## src/rename_config.svh

```systemverilog
`ifndef RENAME_CONFIG_SVH
`define RENAME_CONFIG_SVH

// architectural register file
`define NUM_AREG 32
`define AREG_W 5

// reorder buffer, ids double as physical result names
`define ROB_DEPTH 64
`define ROB_W 6

`define XLEN 32

// leaves room for the bundles still in flight when availability drops
`define ROB_HIGH_WATER 60

`endif

```

## src/rename_pkg.sv

```systemverilog
`include "rename_config.svh"

package rename_pkg;

    typedef logic [`AREG_W-1:0] areg_t;
    typedef logic [`ROB_W-1:0]  rob_id_t;
    typedef logic [`XLEN-1:0]   data_t;

    // check flips on every rename of the register
    typedef struct packed {
        logic    check;
        rob_id_t rob_id;
    } rat_entry_t;

    // src_areg[1:0] belong to slot0
    typedef struct packed {
        data_t        pc;
        logic [1:0]   slot_valid;
        areg_t [3:0]  src_areg;
        logic [3:0]   src_need;
        areg_t [1:0]  dst_areg;
        logic [1:0]   dst_we;
        logic [1:0]   use_imm;
        data_t [1:0]  imm;
    } decode_bundle_t;

    typedef struct packed {
        data_t          pc;
        logic [1:0]     slot_valid;
        areg_t [1:0]    dst_areg;
        rob_id_t [1:0]  dst_rob;
        logic [1:0]     dst_check;
        rob_id_t [3:0]  src_rob;
        data_t [3:0]    src_data;
        logic [3:0]     src_ready;
        logic [1:0]     use_imm;
        data_t [1:0]    imm;
    } dispatch_bundle_t;

    typedef struct packed {
        rob_id_t rob_id;
        areg_t   areg;
        logic    we;
        logic    check;
        data_t   data;
    } retire_t;

endpackage

```

## src/arf.sv

```systemverilog
`timescale 1ns/1ns
`include "rename_config.svh"

module arf (
    input  logic                       clk,
    input  logic                       arst_n_i,
    input  logic                       flush_i,
    input  rename_pkg::areg_t [3:0]    raddr_i,
    output rename_pkg::data_t [3:0]    rdata_o,
    input  logic [1:0]                 retire_valid_i,
    input  rename_pkg::retire_t [1:0]  retire_i
);

    rename_pkg::data_t [`NUM_AREG-1:0] regs_q;
    logic [1:0]                        wr_en;

    always_comb begin
        for (int w = 0; w < 2; w++) begin
            wr_en[w] = retire_valid_i[w] && retire_i[w].we
                       && (retire_i[w].areg != '0);
        end
    end

    always_comb begin
        for (int r = 0; r < 4; r++) begin
            rdata_o[r] = regs_q[raddr_i[r]];
            for (int w = 0; w < 2; w++) begin
                if (wr_en[w] && retire_i[w].areg == raddr_i[r]) begin
                    rdata_o[r] = retire_i[w].data;
                end
            end
            // hardwired zero
            if (raddr_i[r] == '0) begin
                rdata_o[r] = '0;
            end
        end
    end

    always_ff @(posedge clk or negedge arst_n_i) begin
        if (!arst_n_i) begin
            regs_q <= '0;
        end else if (flush_i) begin
            regs_q <= '0;
        end else begin
            for (int w = 0; w < 2; w++) begin
                if (wr_en[w]) begin
                    regs_q[retire_i[w].areg] <= retire_i[w].data;
                end
            end
        end
    end

endmodule

```

## config.mk

```make
export PLATFORM = sky130hd
export DESIGN_NAME = arf
export DESIGN_NICKNAME = d
export VERILOG_FILES = /design/src/rename_pkg.sv /design/src/arf.sv
export VERILOG_INCLUDE_DIRS = /design/src /design/src/src
export SDC_FILE = /design/constraint.sdc
export NUM_CORES = 2
export LEC_CHECK = 0
export BUFFER_PORTS_ARGS = -buffer_cell sky130_fd_sc_hd__buf_2
export CAP_MARGIN = 10
export CORE_ASPECT_RATIO = 0.6
export CORE_MARGIN = 1.5
export CORE_UTILIZATION = 50
export DETAILED_ROUTE_END_ITERATION = 8
export PLACE_DENSITY_LB_ADDON = 0.15
export REMOVE_ABC_BUFFERS = 1
export SLEW_MARGIN = 20
export SYNTH_ARGS = -nofsm -noshare
export SYNTH_HDL_FRONTEND = slang
export SYNTH_SLANG_ARGS = --single-unit
```

## constraint.sdc

```tcl
create_clock -name clk -period 4.7 [get_ports clk]
set_input_delay 0.94 -clock clk [delete_from_list [all_inputs] [get_ports clk]]
set_output_delay 0.94 -clock clk [all_outputs]
set_load 0.02 [all_outputs]
```

==> results_dict.tcl <==
set metrics [dict create \
    outcome "complete, but fails checks" \
    violations "setup timing" \
    hpwl_mm 261 \
    wirelength_mm 433 \
    crit_chain "buf_8 -> and2_2 -> a221oi_1 -> o21ai_0 -> a22o_1 -> o221ai_1 -> buf_2" \
    gp_congestion 1.01 \
    cp.arrival_ns 3.79 \
    ys_ff_latch 1024 \
    hold_viol 0 \
    nets 7964 \
    p_total_mw 22.7 \
    min_path_type "in -> async" \
    worstPathRequired_ns 3.76 \
    clkTransAtPathRegs_ns 0.06 \
    cts_root_buf "clkbuf_16" \
    nFillCells 14248 \
    vias 82833 \
    r2r-start "regs_q[94]" \
    die_w_um 538 \
    finalWorstSetupSlack_ns -0.0319 \
    cts_tree "built" \
    synth_flop_cell "dfrtp_1" \
    first_pass_iters 9 \
    synthTopCellsByArea "dfrtp_1 (30%), mux2i_1 (20%), mux4_2 (17%)" \
    max-slew-margin-rel 0.177 \
    power.leakage_nw 37.4 \
    pre_cts_ws_ns 0.0183 \
    start_util 0.504 \
    setup_tns_ns -0.0670 \
    cp_max_fo 21 \
    slowest_delay_ns 0.72 \
    r2r_cells 2 \
    core_area_um2 170000 \
    ys_seq_area_frac 0.299 \
    crit_type "in -> out" \
    finClkSkew_ns 0 \
    initialDrtViolationCount 15015 \
    syn_inst 8174 \
    drv_cap 0 \
    netlist_area_um2 85700 \
    reg2reg_setup_slack_ns 3.62 \
    ctsLongestPathBuffers 3 \
    clock_sinks 1024 \
    cp-start-kind "input port" \
    syn_area_per_cell_um2 10.5 \
    fmax_ghz 0.211 \
    regMostFlops "regs_q" \
    largest_register_ffs 1024 \
    numPortBuffers 228 \
    finalSetupViolCount 3 \
    grt_pass1_wl_mm 602 \
    cts_buffers 110 \
    avgRoutedWirePerCell_um 42.4 \
    cpMaxStageDelayCell "a221oi_1" \
    synth_area_leader_cell "dfrtp_1" \
    clkLatencyLatePin_ns 0.76 \
    cts_max_level 3 \
    async_flop_share 1.00 \
    worst_pin_slew_ns 1.23 \
    ant_nets 0 \
    grtUsageTotal 0.486 \
    vias_per_cell 8.12 \
    yosysWarnings 0 \
    p_per_area_nw_per_um2 240 \
    synth.distinct_cells 53 \
    final_layout_size_suffix_gt1_frac 0.230 \
    cts_setup_buffers 0 \
    drcViolationCount 0 \
    grt_pass1_vias 77180 \
    reg_top3 "regs_q (1024)" \
    antenna_found_initial 11 \
    area_delta_synth_final_pct 10.4 \
    endpoint_kind "output pin" \
    synth_edf_count 0 \
    r2r-end "regs_q[94]" \
    fin_crit_sh 1.01 \
    rows 117 \
    io_pins 243 \
    grt_max_degree 148 \
    die_h_um 324 \
    synth_top_area_frac 0.299 \
    ir_drop_mv 0.311 \
    slew_violations 0 \
    die_area_um2 174000 \
    grt.overflow.total 0 \
    layout_min_cycle_time_ns 4.73 \
]
repair_timing:
item | CTS | global route
resized for setup | 0 | 7
setup endpoints to repair | 0 | 24
hold buffers | 0 | 0
power by group:
part           total, mW  internal (mW)  switching, mW  leakage, nW
registers           9.04           8.90          0.135         14.3
logic               4.16           1.29           2.87         21.3
clock network       9.49           5.18           4.31         1.82
total               22.7           15.4           7.32         37.4
kinds of logic after synthesis:
logic type             after synthesis  share of synthesized area
AO/OA/AOI/OAI                     1961                      0.178
XOR/XNOR                            40                    0.00409
buffers and inverters             1172                     0.0583
flip-flops                        1024                      0.299
multiplexers                      2514                      0.391
AND/OR/NAND/NOR                   1463                     0.0693
how the worst max path moves through the flow:
stage                 startpoint            to  slack, ns  depth (start not counted)
6_report              raddr_i[5]   rdata_o[35]      -0.03                          7
3_5_place_dp          raddr_i[2]   rdata_o[24]       0.02                          9
2_1_floorplan  retire_valid_i[1]  rdata_o[126]      -0.62                          5
4_1_cts               raddr_i[2]   rdata_o[24]       0.02                          9
3_3_place_gp          raddr_i[5]   rdata_o[42]       0.03                          9
5_1_grt               raddr_i[0]    rdata_o[7]      -0.11                          9
final cells by class:
cell class | count | area, µm² | area share
multi-input cells | 5978 | 55800 | 0.589
clock inverters | 33 | 420 | 0.00444
inverters | 33 | 124 | 0.00131
well taps | 2261 | 2830 | 0.0299
repair buffers | 702 | 6610 | 0.0699
clock buffers | 167 | 3270 | 0.0345
flip-flops and latches | 1024 | 25600 | 0.271
diodes | 5 | 12.5 | 0.000132
metrics by stage:
step | instance area (µm²) | cells | utilization | hold slack (ns)
5_1_grt | 94600 | 10198 | 0.557 | 0.268
6_report | 94600 | 10203 | 0.557 | 0.216
3_5_place_dp | 90800 | 9996 | 0.535 | 0.551
2_1_floorplan | 80800 | 7035 | - | 0.511
3_3_place_gp | 90800 | 9996 | 0.535 | 0.538
4_1_cts | 94500 | 10196 | 0.556 | 0.252
cells in the mapped netlist, drive strengths merged (19+ instances only):
| master | instances |
|---|---|
| a2111oi | 19 |
| nand2 | 262 |
| dfrtp | 1024 |
| a22o | 117 |
| nor4 | 25 |
| mux2i | 1726 |
| mux2 | 131 |
| a211oi | 995 |
| xnor2 | 30 |
| a22oi | 19 |
| a311oi | 93 |
| clkbuf | 688 |
| nand3 | 33 |
| o21ai | 94 |
| o22ai | 112 |
| buf | 451 |
| a221oi | 116 |
| mux4 | 657 |
| inv | 33 |
| a21oi | 114 |
| o221ai | 240 |
| nor2b | 50 |
| nor2 | 1030 |
| a221o | 30 |
cell usage in the layout (no fill, tap or decap), drive strengths merged, types with 39 or more instances in the layout:
cell / n
a211oi: 995
a21oi: 114
a221oi: 116
a22o: 117
a311oi: 93
buf: 696
clkbuf: 173
dfrtp: 1024
inv: 39
mux2: 131
mux2i: 1726
mux4: 657
nand2: 262
nor2: 1030
nor2b: 50
o21ai: 94
o221ai: 240
o22ai: 112
layer usage:
layer / part of all wire / routed length, µm / GRT usage / up-vias
met5: 0.0014 / 585 / 0.0167 / -
met4: 0.074 / 31800 / 0.288 / 18
met3: 0.19 / 80300 / 0.262 / 1927
met2: 0.38 / 163000 / 0.622 / 8544
li1: - / - / - / 31305
met1: 0.36 / 157000 / 0.635 / 41039
worst max-delay path, delay by kind of cell:
kind            cells  cell delay, ns
compound gates      4            1.72
buf+inv             2            0.50
simple gates        1            0.62
Power figures use the tool's default switching activity.
