<file path="src/rename_config.svh">
`ifndef RENAME_CONFIG_SVH
`define RENAME_CONFIG_SVH

// architectural register file
`define NUM_AREG 32
`define AREG_W 5

// reorder buffer, ids double as physical result names
`define ROB_DEPTH 64
`define ROB_W 6

`define XLEN 32

// leaves room for the bundles still in flight when availability drops
`define ROB_HIGH_WATER 60

`endif

</file>
<file path="src/rename_pkg.sv">
`include "rename_config.svh"

package rename_pkg;

    typedef logic [`AREG_W-1:0] areg_t;
    typedef logic [`ROB_W-1:0]  rob_id_t;
    typedef logic [`XLEN-1:0]   data_t;

    // check flips on every rename of the register
    typedef struct packed {
        logic    check;
        rob_id_t rob_id;
    } rat_entry_t;

    // src_areg[1:0] belong to slot0
    typedef struct packed {
        data_t        pc;
        logic [1:0]   slot_valid;
        areg_t [3:0]  src_areg;
        logic [3:0]   src_need;
        areg_t [1:0]  dst_areg;
        logic [1:0]   dst_we;
        logic [1:0]   use_imm;
        data_t [1:0]  imm;
    } decode_bundle_t;

    typedef struct packed {
        data_t          pc;
        logic [1:0]     slot_valid;
        areg_t [1:0]    dst_areg;
        rob_id_t [1:0]  dst_rob;
        logic [1:0]     dst_check;
        rob_id_t [3:0]  src_rob;
        data_t [3:0]    src_data;
        logic [3:0]     src_ready;
        logic [1:0]     use_imm;
        data_t [1:0]    imm;
    } dispatch_bundle_t;

    typedef struct packed {
        rob_id_t rob_id;
        areg_t   areg;
        logic    we;
        logic    check;
        data_t   data;
    } retire_t;

endpackage

</file>
<file path="src/rename_ctrl.sv">
`timescale 1ns/1ns
`include "rename_config.svh"

module rename_ctrl (
    input  logic                          clk,
    input  logic                          arst_n_i,
    input  logic                          flush_i,
    input  logic                          in_valid_i,
    input  rename_pkg::decode_bundle_t    in_bundle_i,
    output logic                          in_ready_o,
    output logic                          out_valid_o,
    output rename_pkg::dispatch_bundle_t  out_bundle_o,
    input  logic                          out_ready_i,
    input  logic [1:0]                    retire_valid_i,
    output rename_pkg::areg_t [3:0]       spec_raddr_o,
    input  rename_pkg::rat_entry_t [3:0]  spec_rdata_i,
    output rename_pkg::areg_t [1:0]       spec_waddr_o,
    output logic [1:0]                    spec_we_o,
    output rename_pkg::rat_entry_t [1:0]  spec_wdata_o,
    output rename_pkg::areg_t [5:0]       commit_raddr_o,
    input  rename_pkg::rat_entry_t [5:0]  commit_rdata_i,
    input  rename_pkg::data_t [3:0]       arf_rdata_i
);

    rename_pkg::rob_id_t           head_q;
    logic [`ROB_W:0]               occ_q;
    logic                          avail_q;
    logic                          out_valid_q;
    rename_pkg::dispatch_bundle_t  out_q;
    logic                          accept;
    logic [1:0]                    n_issue;
    logic [1:0]                    n_retire;
    logic [1:0]                    dst_wr;
    rename_pkg::rob_id_t [1:0]     dst_rob;
    rename_pkg::dispatch_bundle_t  next_bundle;

    assign in_ready_o = avail_q && !flush_i && (!out_valid_q || out_ready_i);
    assign accept     = in_valid_i && in_ready_o;
    assign n_issue    = accept ? 2'(in_bundle_i.slot_valid[0]) + 2'(in_bundle_i.slot_valid[1])
                               : 2'd0;
    assign n_retire   = 2'(retire_valid_i[0]) + 2'(retire_valid_i[1]);

    // slot1 takes the next id only when slot0 used the head
    assign dst_rob[0] = head_q;
    assign dst_rob[1] = in_bundle_i.slot_valid[0] ? head_q + rename_pkg::rob_id_t'(1) : head_q;

    always_comb begin
        for (int i = 0; i < 2; i++) begin
            dst_wr[i] = in_bundle_i.slot_valid[i] && in_bundle_i.dst_we[i]
                        && (in_bundle_i.dst_areg[i] != '0);
            spec_wdata_o[i].check  = ~commit_rdata_i[4 + i].check;
            spec_wdata_o[i].rob_id = dst_rob[i];
        end
    end

    assign spec_we_o      = dst_wr & {2{accept}};
    assign spec_waddr_o   = in_bundle_i.dst_areg;
    assign spec_raddr_o   = in_bundle_i.src_areg;
    assign commit_raddr_o = {in_bundle_i.dst_areg, in_bundle_i.src_areg};

    always_comb begin
        next_bundle.pc         = in_bundle_i.pc;
        next_bundle.slot_valid = in_bundle_i.slot_valid;
        next_bundle.dst_areg   = in_bundle_i.dst_areg;
        next_bundle.dst_rob    = dst_rob;
        next_bundle.dst_check  = {spec_wdata_o[1].check, spec_wdata_o[0].check};
        next_bundle.use_imm    = in_bundle_i.use_imm;
        next_bundle.imm        = in_bundle_i.imm;
        for (int j = 0; j < 4; j++) begin
            next_bundle.src_rob[j]   = spec_rdata_i[j].rob_id;
            next_bundle.src_data[j]  = arf_rdata_i[j];
            next_bundle.src_ready[j] = !in_bundle_i.src_need[j]
                || (spec_rdata_i[j].check == commit_rdata_i[j].check);
        end
        // slot1 sources produced by slot0 of this bundle
        for (int j = 2; j < 4; j++) begin
            if (dst_wr[0] && in_bundle_i.src_areg[j] == in_bundle_i.dst_areg[0]) begin
                next_bundle.src_rob[j]   = dst_rob[0];
                next_bundle.src_ready[j] = !in_bundle_i.src_need[j];
            end
        end
    end

    always_ff @(posedge clk or negedge arst_n_i) begin
        if (!arst_n_i) begin
            head_q      <= '0;
            occ_q       <= '0;
            avail_q     <= 1'b1;
            out_valid_q <= 1'b0;
        end else if (flush_i) begin
            head_q      <= '0;
            occ_q       <= '0;
            avail_q     <= 1'b1;
            out_valid_q <= 1'b0;
        end else begin
            head_q  <= head_q + rename_pkg::rob_id_t'(n_issue);
            occ_q   <= occ_q + (`ROB_W + 1)'(n_issue) - (`ROB_W + 1)'(n_retire);
            // one edge behind the count, hence the margin below the depth
            avail_q <= (occ_q <= `ROB_HIGH_WATER);
            if (accept) begin
                out_valid_q <= 1'b1;
            end else if (out_ready_i) begin
                out_valid_q <= 1'b0;
            end
        end
    end

    always_ff @(posedge clk) begin
        if (accept) begin
            out_q <= next_bundle;
        end
    end

    assign out_valid_o  = out_valid_q;
    assign out_bundle_o = out_q;

    occ_bound_a: assert property (
        @(posedge clk) disable iff (!arst_n_i)
        occ_q <= `ROB_DEPTH
    );

    out_hold_a: assert property (
        @(posedge clk) disable iff (!arst_n_i || flush_i)
        out_valid_o && !out_ready_i |=> out_valid_o && $stable(out_bundle_o)
    );

endmodule

</file>
<file path="config.mk">
export PLATFORM = sky130hd
export DESIGN_NAME = rename_ctrl
export DESIGN_NICKNAME = d
export VERILOG_FILES = /design/src/rename_pkg.sv /design/src/rename_ctrl.sv
export VERILOG_INCLUDE_DIRS = /design/src /design/src/src
export SDC_FILE = /design/constraint.sdc
export NUM_CORES = 1
export LEC_CHECK = 0
export BUFFER_PORTS_ARGS = -buffer_cell sky130_fd_sc_hd__buf_4
export CAP_MARGIN = 0
export CORE_AREA = 8 8 262 264
export DETAILED_ROUTE_END_ITERATION = 12
export DIE_AREA = 0 0 270 272
export GPL_ROUTABILITY_DRIVEN = 1
export PLACE_DENSITY = 0.38
export SYNTH_ARGS = -nofsm -noshare
export SYNTH_HDL_FRONTEND = slang
export SYNTH_SLANG_ARGS = --single-unit
</file>
<file path="constraint.sdc">
create_clock -name clk -period 14.7 [get_ports clk]
set_input_delay 4.41 -clock clk [delete_from_list [all_inputs] [get_ports clk]]
set_output_delay 4.41 -clock clk [all_outputs]
set_load 0.005 [all_outputs]
</file>
==> results.cfg <==
[run_status]
status = complete, no violations

[global_routing]
vias_in_the_first_global_route = 7334
grt_max_degree = 73
globalRouteOverflowTotal = 0
grt_util_overall = 0.1171
number_of_antenna_violations_at_the_first_check_in_global_routing = 11
grt_pass1_wl_mm = 61.36

[placed_design]
gpl.final_weighted_congestion = 0.7738
dpl.hpwl_mm = 36.58
io_buffer_count = 632
placed_standard_cell_area_um2 = 15910

[pwr]
max-vdd-ir-drop_mv = 0.06330
report.power.total_mw = 2.263
power-per-cell-area_nw_per_um2 = 132.1
leakagePower_nw = 7.034

[timing]
transition_time_at_the_pin_with_the_least_slew_margin_ns = 0.9138
final-max-slew-violation-count = 0
fmax_mhz = 99.45
unrepaired_setup_endpoints_after_global_routing = false
timing_hold_violations_final = 0
skew_ns = 0.01633
layout_worst_path_cycle_share = 0.6840
max-slew-margin-rel = 0.3862
fin_tns_setup_ns = 0
period_minus_slack_ns = 10.06
setup_viol_count_final = 0

[critical_path]
worstSetupStartpointType = primary input
cp.required_ns = 10.29
crit_type = in -> out
regToRegStartpoint = avail_q
crit_path_start = flush_i
regToRegEndpoint = out_bundle_o[75]
cp.arrival_ns = 5.65
cp-end-kind = primary output
crit_path_max_fanout = 21
worstRegToRegCells = 7
worst-r2r-setup-slack_ns = 11.00
capture_point_of_the_critical_path = spec_we_o[1]

[final_layout]
utilization = 0.2644
num-fill-cells = 6738
final_design_area_no_fill_um2 = 17140
syn2layout_area_growth_pct = 61.38
final_nets = 1485
layout-drive-gt1-share = 0.6188

[logic_synthesis]
yosys-top-cells-area = sky130_fd_sc_hd__edfxtp_1, sky130_fd_sc_hd__buf_4, sky130_fd_sc_hd__dfrtp_1, sky130_fd_sc_hd__mux2_4, sky130_fd_sc_hd__ha_1
synth_enable_flop_cells = 280
mappedNetlistArea_um2 = 10620
net_count_after_synthesis = 887
synth-seq-cells = 295
synth_cells = 529
asyncSetResetFlopFracSynth = 0.05085
synthesis.area_per_instance_um2 = 20.07
synth_largest_area_cell = sky130_fd_sc_hd__edfxtp_1
synthDominantCellAreaShare = 0.7919
yosys.cell_types.count = 46
synth_flop_cell = sky130_fd_sc_hd__edfxtp_1
yosys_warnings = 0
synth.yosys.seq_area_share = 0.8274

[route]
detailroute.via_count = 6936
dr.pass1.iters = 4
dr.first_iter.drc_count = 279
postRouteWirelength_mm = 45.60
final_antenna_violating_net_count = 0
route.detailed.vias_per_inst = 3.427
wire_per_inst_um = 22.53
drc = 0

[die]
die_height_um = 272
fp-row-count = 94
top_level_ports = 699
placeableCoreArea_um2 = 64800
fp.dieW_um = 270
dieArea_um2 = 73440
floorplan.initialDensity = 0.1638

[clock_tree]
clkLatencyLatePin_ns = 0.56
ctsHtreeMaxLevel = 2
clockBufferDepth = 3
clock-root-buffer = sky130_fd_sc_hd__clkbuf_16
tritoncts_num_sinks = 295
clk_pin_slew_ns = 0.05
cts_repair_resize_count = 0
cts.hold.buffers_added = 0
postCtsSetupRepairBufs = 0
cts_buffers = 38
cts_tree = built

[flow_run]
cap_viol_max_count = 0

[min_path]
worst_hold_path_type = reg -> reg
## cells in the mapped netlist (2+ instances only)
cell type	n
sky130_fd_sc_hd__edfxtp_1	280
sky130_fd_sc_hd__buf_4	74
sky130_fd_sc_hd__inv_1	20
sky130_fd_sc_hd__dfrtp_1	14
sky130_fd_sc_hd__ha_1	14
sky130_fd_sc_hd__mux2_4	12
sky130_fd_sc_hd__xnor2_1	12
sky130_fd_sc_hd__xor2_1	11
sky130_fd_sc_hd__nand2_1	9
sky130_fd_sc_hd__nor2_1	7
sky130_fd_sc_hd__nor2b_1	7
sky130_fd_sc_hd__nand3_1	6
sky130_fd_sc_hd__o21ai_0	6
sky130_fd_sc_hd__clkbuf_1	4
sky130_fd_sc_hd__nor4_1	4
sky130_fd_sc_hd__or4_1	4
sky130_fd_sc_hd__fa_1	3
sky130_fd_sc_hd__nand2b_1	3
sky130_fd_sc_hd__nand4_1	3
sky130_fd_sc_hd__a21oi_1	2
sky130_fd_sc_hd__a32oi_1	2
sky130_fd_sc_hd__and3_1	2
sky130_fd_sc_hd__and4_1	2
sky130_fd_sc_hd__buf_2	2
sky130_fd_sc_hd__mux2_2	2
sky130_fd_sc_hd__nor3_1	2
sky130_fd_sc_hd__nor4_4	2
sky130_fd_sc_hd__or3_1	2
## cells in the final DEF, fill, tap and decap left out, types with 3 or more instances in the layout
cell type,count
sky130_fd_sc_hd__nand4_1,3
sky130_fd_sc_hd__inv_1,19
sky130_fd_sc_hd__nor2_1,7
sky130_fd_sc_hd__clkbuf_1,4
sky130_fd_sc_hd__clkinv_2,9
sky130_fd_sc_hd__clkbuf_16,38
sky130_fd_sc_hd__dfrtp_1,14
sky130_fd_sc_hd__edfxtp_1,280
sky130_fd_sc_hd__nand3_1,6
sky130_fd_sc_hd__nor2b_1,7
sky130_fd_sc_hd__mux2_4,12
sky130_fd_sc_hd__o21ai_0,6
sky130_fd_sc_hd__clkinvlp_4,4
sky130_fd_sc_hd__or4_1,4
sky130_fd_sc_hd__clkinv_1,8
sky130_fd_sc_hd__diode_2,3
sky130_fd_sc_hd__xor2_1,11
sky130_fd_sc_hd__fa_1,3
sky130_fd_sc_hd__buf_4,638
sky130_fd_sc_hd__xnor2_1,12
sky130_fd_sc_hd__nand2_1,9
sky130_fd_sc_hd__ha_1,14
sky130_fd_sc_hd__nor4_1,4
sky130_fd_sc_hd__nand2b_1,3
## stage by stage
stage / setup slack, ns / instances / hold slack, ns
2_1_floorplan: 1.130 / 529 / 0.4460
5_1_grt: 4.482 / 2021 / 0.5970
3_3_place_gp: 4.558 / 1951 / 0.5527
4_1_cts: 4.547 / 2021 / 0.5458
3_5_place_dp: 4.549 / 1951 / 0.5254
6_report: 4.645 / 2024 / 0.5376
## power breakdown
part	leakage [nW]	switching (mW)	internal [mW]	total, mW
combinational	3.64	0.156	0.168	0.324
clock	0.594	0.384	0.526	0.910
sequential	2.80	0.0253	1.00	1.03
total	7.03	0.566	1.70	2.26
## logic make-up after synthesis
logic type,after synthesis,synth area share
XOR/XNOR,23,0.01897
AO/OA/AOI/OAI,23,0.01697
AND/OR/NAND/NOR,57,0.03370
flip-flops,295,0.8274
adder cells (fa/ha/maj),17,0.02215
multiplexers,14,0.01909
buffers and inverters,100,0.06175
## area by class of cell
type	count	area, um^2	area share
Tap cell	864	1081	0.06309
Antenna cell	3	7.507	0.0004381
Inverter	20	78.83	0.004600
Multi-Input combinational cell	134	1177	0.06871
Clock buffer	44	993.5	0.05798
Sequential cell	295	8785	0.5127
Clock inverter	26	222.7	0.01300
Timing Repair Buffer	638	4790	0.2795
## worst max-delay path: stages
cell and delay (ns):
sky130_fd_sc_hd__buf_4 0.22, sky130_fd_sc_hd__nand2b_1 0.19, sky130_fd_sc_hd__nor2_1 0.07, sky130_fd_sc_hd__nand2_1 0.25, sky130_fd_sc_hd__clkinvlp_4 0.20, sky130_fd_sc_hd__o2111a_1 0.17, sky130_fd_sc_hd__buf_4 0.13
## routing by layer
layer  wire length (um)  track usage  vias to the layer above
met1              15640       0.1173                     3386
met4               1006      0.03159                       12
met3               4834      0.06007                       77
met2              24030       0.2124                      327
li1                   -            -                     3134
met5                 84            0                        -
## flip-flops by register name, summed over array words and instances (netlist names)
name and cells:
occ_q 7, head_q 6, avail_q 1, out_valid_o 1, out_bundle_o 280
## how the worst min path moves through the flow
stage | start | end | slack, ns | cells after the start
global placement | occ_q[6] | avail_q | 0.55 | 3
CTS | occ_q[6] | avail_q | 0.55 | 3
detailed placement | occ_q[6] | avail_q | 0.53 | 3
floorplan | head_q[2] | out_bundle_o[226] | 0.45 | 0
global route | occ_q[6] | avail_q | 0.60 | 3
finish | occ_q[6] | avail_q | 0.54 | 3
Power figures use the tool's default switching activity.
